--- src/hw/regPkg.sv ---
package regPkg;

	// One data word as held in a register and carried on the load bus.
	typedef logic [15:0] word_t;

	// Selects one of the registers.
	typedef logic [3:0] regIdx_t;

	localparam int NumRegs = 16;

endpackage

--- src/hw/aluPkg.sv ---
package aluPkg;

	typedef logic [2:0] opcode_t;

	localparam opcode_t OpAdd = 3'd0; // Rdest + Rsrc, wraps at 16 bits.
	localparam opcode_t OpSub = 3'd1; // Rdest - Rsrc, wraps at 16 bits.
	localparam opcode_t OpAnd = 3'd2;
	localparam opcode_t OpOr  = 3'd3;
	localparam opcode_t OpXor = 3'd4;
	localparam opcode_t OpMov = 3'd5; // Rdest takes Rsrc.

	// Codes 6 and 7 complete without writing anything.

endpackage

--- src/hw/regPortIf.sv ---
`timescale 1ns/1ps

interface regPortIf;

	logic             req;
	logic             gnt;
	regPkg::regIdx_t  rdestLoc;
	regPkg::regIdx_t  rsrcLoc;
	logic             we;
	regPkg::word_t    load;
	regPkg::word_t    rdestData;
	regPkg::word_t    rsrcData;

	modport requester (
		output req, rdestLoc, rsrcLoc, we, load,
		input  gnt, rdestData, rsrcData
	);

	modport arbiter (
		input  req, rdestLoc, rsrcLoc, we, load,
		output gnt, rdestData, rsrcData
	);

	// The register file always accepts, so it has no use for req and gnt.
	modport regFile (
		input  rdestLoc, rsrcLoc, we, load,
		output rdestData, rsrcData
	);

endinterface

--- src/hw/RegFile.sv ---
`timescale 1ns/1ps

module RegFile #(
	parameter regPkg::regIdx_t keyReg = 4'd9
) (
	input  logic          Clk,
	input  logic          rst,
	regPortIf.regFile     port,
	output regPkg::word_t KeyCode
);

	regPkg::word_t                 regs [regPkg::NumRegs];
	logic [regPkg::NumRegs-1:0]    wrEn;

	// One-hot write decode of the Rdest location.
	always_comb begin
		wrEn = '0;
		if (port.we) begin
			wrEn[port.rdestLoc] = 1'b1;
		end
	end

	always_ff @(posedge Clk) begin
		for (int i = 0; i < regPkg::NumRegs; i++) begin
			if (!rst) begin
				regs[i] <= '0;
			end else if (wrEn[i]) begin
				regs[i] <= port.load;
			end
		end
	end

	// Both read ports are combinational, so data is valid in the access cycle.
	assign port.rdestData = regs[port.rdestLoc];
	assign port.rsrcData  = regs[port.rsrcLoc];

	assign KeyCode = regs[keyReg]; // Tap for the keyboard code register.

endmodule

--- src/hw/portArbiter.sv ---
`timescale 1ns/1ps

module portArbiter (
	input  logic        Clk,
	input  logic        rst,
	regPortIf.arbiter   execPort,
	regPortIf.arbiter   loadPort,
	regPortIf.requester filePort
);

	logic execLast; // Set when the execution unit was served last.
	logic execGnt;
	logic loadGnt;

	// A lone requester always wins. On a tie the side not served last goes first,
	// which gives exec the first turn after reset.
	always_comb begin
		execGnt = filePort.gnt && execPort.req && (!loadPort.req || !execLast);
		loadGnt = filePort.gnt && loadPort.req && !execGnt;
	end

	always_ff @(posedge Clk) begin
		if (!rst) begin
			execLast <= 1'b0;
		end else if (execGnt) begin
			execLast <= 1'b1;
		end else if (loadGnt) begin
			execLast <= 1'b0;
		end
	end

	assign execPort.gnt = execGnt;
	assign loadPort.gnt = loadGnt;

	assign filePort.req = execPort.req || loadPort.req;

	always_comb begin
		if (loadGnt) begin
			filePort.rdestLoc = loadPort.rdestLoc;
			filePort.rsrcLoc  = loadPort.rsrcLoc;
			filePort.load     = loadPort.load;
		end else begin
			filePort.rdestLoc = execPort.rdestLoc;
			filePort.rsrcLoc  = execPort.rsrcLoc;
			filePort.load     = execPort.load;
		end
	end

	// No write may reach the file without a grant.
	assign filePort.we = (execGnt && execPort.we) || (loadGnt && loadPort.we);

	// Read data goes back to both sides. Only the granted one samples it.
	assign execPort.rdestData = filePort.rdestData;
	assign execPort.rsrcData  = filePort.rsrcData;
	assign loadPort.rdestData = filePort.rdestData;
	assign loadPort.rsrcData  = filePort.rsrcData;

endmodule

--- src/hw/execUnit.sv ---
`timescale 1ns/1ps

module execUnit (
	input  logic            Clk,
	input  logic            rst,
	input  logic            opValid,
	output logic            opReady,
	input  aluPkg::opcode_t opCode,
	input  regPkg::regIdx_t opDest,
	input  regPkg::regIdx_t opSrc,
	output logic            opDone,
	regPortIf.requester     port
);

	typedef enum logic {
		Idle,
		Access
	} state_t;

	state_t          state;
	aluPkg::opcode_t code;
	regPkg::regIdx_t dest;
	regPkg::regIdx_t src;
	regPkg::word_t   result;
	logic            writeOp;

	always_ff @(posedge Clk) begin
		if (!rst) begin
			state <= Idle;
		end else begin
			case (state)
				Idle: if (opValid) state <= Access;
				Access: if (port.gnt) state <= Idle;
				default: state <= Idle;
			endcase
		end
	end

	// The op fields are payload and only change on acceptance.
	always_ff @(posedge Clk) begin
		if (opValid && opReady) begin
			code <= opCode;
			dest <= opDest;
			src  <= opSrc;
		end
	end

	// The operands arrive combinationally in the grant cycle.
	always_comb begin
		result  = port.rdestData;
		writeOp = 1'b1;
		case (code)
			aluPkg::OpAdd: result = port.rdestData + port.rsrcData;
			aluPkg::OpSub: result = port.rdestData - port.rsrcData;
			aluPkg::OpAnd: result = port.rdestData & port.rsrcData;
			aluPkg::OpOr:  result = port.rdestData | port.rsrcData;
			aluPkg::OpXor: result = port.rdestData ^ port.rsrcData;
			aluPkg::OpMov: result = port.rsrcData;
			default:       writeOp = 1'b0; // Reserved codes leave the file untouched.
		endcase
	end

	assign opReady = (state == Idle);

	assign port.req      = (state == Access);
	assign port.rdestLoc = dest;
	assign port.rsrcLoc  = src;
	assign port.load     = result;
	assign port.we       = (state == Access) && writeOp;

	assign opDone = (state == Access) && port.gnt; // Same cycle as the write.

endmodule

--- src/hw/loadUnit.sv ---
`timescale 1ns/1ps

module loadUnit (
	input  logic            Clk,
	input  logic            rst,
	input  logic            cmdValid,
	output logic            cmdReady,
	input  logic            cmdWrite,
	input  regPkg::regIdx_t cmdReg,
	input  regPkg::word_t   cmdData,
	output logic            rspValid,
	input  logic            rspReady,
	output regPkg::word_t   rspData,
	regPortIf.requester     port
);

	typedef enum logic [1:0] {
		Idle,
		Access,
		Respond
	} state_t;

	state_t          state;
	logic            write;
	regPkg::regIdx_t target;
	regPkg::word_t   data;

	always_ff @(posedge Clk) begin
		if (!rst) begin
			state <= Idle;
		end else begin
			case (state)
				Idle: begin
					if (cmdValid) begin
						state <= Access;
					end
				end
				Access: begin
					if (port.gnt) begin
						state <= write ? Idle : Respond;
					end
				end
				Respond: begin
					if (rspReady) begin
						state <= Idle;
					end
				end
				default: state <= Idle;
			endcase
		end
	end

	always_ff @(posedge Clk) begin
		if (cmdValid && cmdReady) begin
			write  <= cmdWrite;
			target <= cmdReg;
			data   <= cmdData;
		end
	end

	// Readback data is captured in the grant cycle and held until consumed.
	always_ff @(posedge Clk) begin
		if (state == Access && port.gnt && !write) begin
			rspData <= port.rdestData;
		end
	end

	// A pending response keeps new commands out.
	assign cmdReady = (state == Idle);
	assign rspValid = (state == Respond);

	assign port.req      = (state == Access);
	assign port.rdestLoc = target;
	assign port.rsrcLoc  = target;
	assign port.we       = (state == Access) && write;
	assign port.load     = data;

endmodule

--- src/hw/datapathTop.sv ---
`timescale 1ns/1ps

module datapathTop #(
	parameter regPkg::regIdx_t keyReg = 4'd9
) (
	input  logic            Clk,
	input  logic            rst,

	input  logic            opValid,
	output logic            opReady,
	input  aluPkg::opcode_t opCode,
	input  regPkg::regIdx_t opDest,
	input  regPkg::regIdx_t opSrc,
	output logic            opDone,

	input  logic            cmdValid,
	output logic            cmdReady,
	input  logic            cmdWrite,
	input  regPkg::regIdx_t cmdReg,
	input  regPkg::word_t   cmdData,

	output logic            rspValid,
	input  logic            rspReady,
	output regPkg::word_t   rspData,

	output regPkg::word_t   KeyCode
);

	regPortIf execPort ();
	regPortIf loadPort ();
	regPortIf filePort ();

	// The register file serves one access every cycle.
	assign filePort.gnt = filePort.req;

	execUnit execUnit_i (
		.Clk     (Clk),
		.rst     (rst),
		.opValid (opValid),
		.opReady (opReady),
		.opCode  (opCode),
		.opDest  (opDest),
		.opSrc   (opSrc),
		.opDone  (opDone),
		.port    (execPort.requester)
	);

	loadUnit loadUnit_i (
		.Clk      (Clk),
		.rst      (rst),
		.cmdValid (cmdValid),
		.cmdReady (cmdReady),
		.cmdWrite (cmdWrite),
		.cmdReg   (cmdReg),
		.cmdData  (cmdData),
		.rspValid (rspValid),
		.rspReady (rspReady),
		.rspData  (rspData),
		.port     (loadPort.requester)
	);

	portArbiter portArbiter_i (
		.Clk      (Clk),
		.rst      (rst),
		.execPort (execPort.arbiter),
		.loadPort (loadPort.arbiter),
		.filePort (filePort.requester)
	);

	RegFile #(
		.keyReg (keyReg)
	) regFile_i (
		.Clk     (Clk),
		.rst     (rst),
		.port    (filePort.regFile),
		.KeyCode (KeyCode)
	);

endmodule

--- config.mk ---
export PLATFORM = sky130hd
export DESIGN_NAME = datapathTop
export DESIGN_NICKNAME = d
export VERILOG_FILES = /design/src/hw/regPkg.sv /design/src/hw/aluPkg.sv /design/src/hw/regPortIf.sv /design/src/hw/RegFile.sv /design/src/hw/portArbiter.sv /design/src/hw/execUnit.sv /design/src/hw/loadUnit.sv /design/src/hw/datapathTop.sv
export SDC_FILE = /design/constraint.sdc
export NUM_CORES = 1
export LEC_CHECK = 0
export BUFFER_PORTS_ARGS = -buffer_cell sky130_fd_sc_hd__buf_2
export CAP_MARGIN = 0
export CORE_AREA = 2 2 306 217
export DETAILED_ROUTE_END_ITERATION = 7
export DIE_AREA = 0 0 308 219
export HOLD_SLACK_MARGIN = 0.02
export SETUP_SLACK_MARGIN = 0.02
export SLEW_MARGIN = 5
export SYNTH_ARGS = -nofsm -noshare
export SYNTH_HDL_FRONTEND = slang
export SYNTH_SLANG_ARGS = --single-unit
export TNS_END_PERCENT = 30
--- constraint.sdc ---
create_clock -name Clk -period 12.8 [get_ports Clk]
set_input_delay 1.28 -clock Clk [delete_from_list [all_inputs] [get_ports Clk]]
set_output_delay 1.28 -clock Clk [all_outputs]
set_load 0.05 [all_outputs]
==> impl_metrics.yaml <==
final_layout:
  antenna_cells: 0
  nets: 1870
  final_area_sq_um: 21290
  fillerInstances: 6418
  layout-drive-gt1-share: 0.1830
  areaGrowthSynthToFinish_pct: 10.57
  multi_input_area_sq_um: 9194
  regArea_sq_um: 9209
  fin_util: 0.3305
clock_tree:
  path_clk_slew_ns: 0.07
  cts_max_level: 1
  root_buffer: "clkbuf_16"
  cts_made_buffers: 31
  cts_setup_buffers: 0
  cts_tree: "built"
  ctsHoldBuffers: 0
  numClockSinks: 308
  clockBufferDepth: 3
  post_cts_resized: 0
  clkLatencyLatePin_ns: 0.60
floorplanning:
  boundaryPins: 73
  start_util: 0.2990
  dieArea_sq_um: 67450
  rows: 78
  die_height_microns: 219
  dieWidth_microns: 308
  design.core.area_sq_um: 64410
critical_path:
  path_max_fanout: 50
  cpLargestDelayFamily: "simple AND/OR/NAND/NOR gates"
  r2r_cells: 24
  slowest_stage: "nand2_2"
  cp-end-kind: "flip-flop"
  critical_path_arrival_ns: 8.41
  r2r_slack_ns: 4.72
  worstSetupPathType: "flip-flop to flip-flop"
  cp.depth: 24
  cp.required_ns: 13.13
  start_kind: "flip-flop"
  critPathMaxStageDelay_ns: 0.91
  crit_path_cell_trace: "and2b_4, nand3_4, nand2_2, buf_4, nor2_1, a32o_1, o21ai_0, a21boi_1, inv_1, ha_1, nor2_1, xnor2_1, ha_1, a21o_1, a21oi_1, o21ai_0, a21o_1, a21o_1, a311oi_1, o21bai_1, xor2_1, mux4_2, mux2i_4, nor2_1"
  path_buf_inv: 2
power:
  seq_power_share: 0.391
  ir_drop_mv: 0.1056
  power.internal_mw: 1.950
  power_leakage_nw: 7.805
  swShare: 0.3622
  p_clk_frac: 0.280
  p_per_area_nw_per_um2: 143.6
  power.switching_mw: 1.107
  comb_power_share: 0.329
detailed_routing:
  drt_wl_total_mm: 65.02
  vias_per_cell: 5.812
  vias: 15361
  ant_nets: 0
  drt_pre_antenna_iters: 8
  post_drt_wl_per_cell_microns: 24.60
  drt_iter0_drc: 1970
  drcViolationCount: 0
timing:
  rsz0062_at_grt: "no"
  maxSlewHeadroom: 0.1529
  whs_ns: 0.4869
  worstMarginPinSlew_ns: 1.271
  setup_violations: 0
  hold_viol_final: 0
  fin_tns_setup_ns: 0
  period_share: 0.6314
  finalClockSkew_ns: 0.01785
  timing.final.crit_period_ns: 8.082
  maxSlewViolCount: 0
  fmaxAchievable_mhz: 123.7
synth:
  synthTopCellsByCount: "304 x edfxtp_1, 261 x nor2_1, 149 x nand2_1"
  synth_edf_count: 304
  ys_ff_latch: 308
  synthTopCellsByArea: "edfxtp_1 47%, mux4_2 9.0%, nor2_1 5.1%"
  ys_warn_count: 0
  syn_avg_cell_area_sq_um: 10.88
  synthArstFlopShare: 0
  syn_nets: 1859
  ys.flop_type: "edfxtp_1"
  yosysMostFrequentCell: "edfxtp_1"
  ys_seq_area_frac: 0.4782
  yosysTopAreaCell: "edfxtp_1"
  yosysUniqueCellTypes: 83
  netlist_area_sq_um: 19260
  yosysTopAreaCellShare: 0.4741
  syn_inst: 1770
run_status:
  status: "completed"
place:
  hpwl_mm: 45.47
  portBuffers: 72
  dpl-instance-area_sq_um: 20390
  gp_congestion: 0.9138
global_routing:
  grt_pass1_wl_mm: 96.42
  grt_busiest_layer: "met2"
  use_met1: 0.2791
  use_met3: 0.04162
  grtUsageMet2: 0.2861
  grtUsageTotal: 0.1895
  grt_pass1_vias: 14514
  antenna_found_initial: 1
  gr-total-overflow: 0
  grt_max_degree: 54
job:
  drv_cap: 0
min_path:
  worstHoldPathCells: 1
  worst_hold_path_type: "flip-flop to flip-flop"
## path summary, 6_finish.rpt
path | startpoint | end
setup / recovery | loadUnit_i.state[0] | regFile_i.regs[4][12]
hold / removal | loadUnit_i.state[1] | loadUnit_i.state[0]
setup reg to reg | loadUnit_i.state[0] | regFile_i.regs[4][12]
hold reg to reg | loadUnit_i.state[1] | loadUnit_i.state[0]
## power by group through the flow
stage / Clock, mW / Combinational, mW / Sequential [mW]
after floorplan: 0 / 0.690 / 1.22
after global placement: 0 / 0.969 / 1.21
after detailed placement: 0 / 0.986 / 1.21
after CTS: 0.866 / 0.991 / 1.19
after global routing: 0.901 / 1.08 / 1.20
final: 0.857 / 1.01 / 1.19
## per-layer routing
layer,routed length (microns),vias up,part of all wire
li1,-,6599,-
met4,1132,0,0.017
met1,27880,7676,0.43
met2,28680,991,0.44
met3,7317,95,0.11
met5,0,-,0
## logic make-up (layout without fill, tap and decap cells)
group,Yosys count,in the layout,share of synthesized area
AOI/OAI and AO/OA,342,342,0.1246
xor gates and xnor gates,24,24,0.01092
adders and majority gates,52,52,0.03418
buffers and inverters,193,226,0.04899
DFF,308,308,0.4782
muxes,132,132,0.1220
and+or+nand+nor,719,719,0.1811
## through the flow
step	cells	total power, mW	setup WS (ns)
after floorplan	1770	1.907	7.044
after global routing	2643	3.183	4.323
after CTS	2643	3.049	4.867
after global placement	2588	2.182	4.984
after detailed placement	2588	2.200	4.881
final	2643	3.057	4.718
## cells in the final DEF, fill, tap and decap left out, types with 5 or more instances in the layout
cell,instances
a311oi_1,19
clkbuf_16,31
o21ai_2,8
and3_1,33
or2_2,17
and2_1,60
edfxtp_1,304
o22ai_1,36
nor2_1,260
a211oi_1,55
nand2b_1,66
a31oi_1,10
o21ai_1,14
a311o_1,16
clkinvlp_4,5
buf_4,54
mux2i_1,45
o211ai_1,7
nand2_1,148
ha_1,51
xnor2_1,20
a22oi_1,16
a221oi_1,5
buf_2,72
nor3_2,11
a32oi_1,9
nand3_1,58
nor2b_1,15
nor3_1,25
o21ai_0,52
clkinv_2,10
a21oi_1,43
inv_1,44
clkinv_1,6
mux4_2,77
## final cells by class
class	count	area share
sequential	308	0.4325
multi-input combinational	1269	0.4318
tap	840	0.04937
clock buffer	33	0.03679
timing repair buffer	126	0.03597
inverter	45	0.007934
clock inverter	22	0.005583
## sequential cells by signal (all words and copies together), names as in the netlist
register,cells
execUnit_i.port.rdestLoc,4
loadUnit_i.state,2
portArbiter_i.execLast,1
regFile_i.regs,256
execUnit_i.code,3
loadUnit_i.port.load,16
execUnit_i.port.req,1
loadUnit_i.port.rdestLoc,4
loadUnit_i.rspData,16
execUnit_i.port.rsrcLoc,4
loadUnit_i.write,1
## worst reg2reg max path, cell delays in order (launching register included)
cell and delay [ns]:
dfxtp_1 0.42, and2b_4 0.59, nand3_4 0.74, nand2_2 0.93, buf_4 0.53, nor2_1 0.12
a32o_1 0.30, o21ai_0 0.12, a21boi_1 0.32, inv_1 0.12, ha_1 0.30, nor2_1 0.16
xnor2_1 0.08, ha_1 0.37, a21o_1 0.20, a21oi_1 0.20, o21ai_0 0.20, a21o_1 0.23
a21o_1 0.21, a311oi_1 0.35, o21bai_1 0.14, xor2_1 0.15, mux4_2 0.49, mux2i_4 0.44
nor2_1 0.11
No activity file was read; power rests on OpenSTA's default activity.
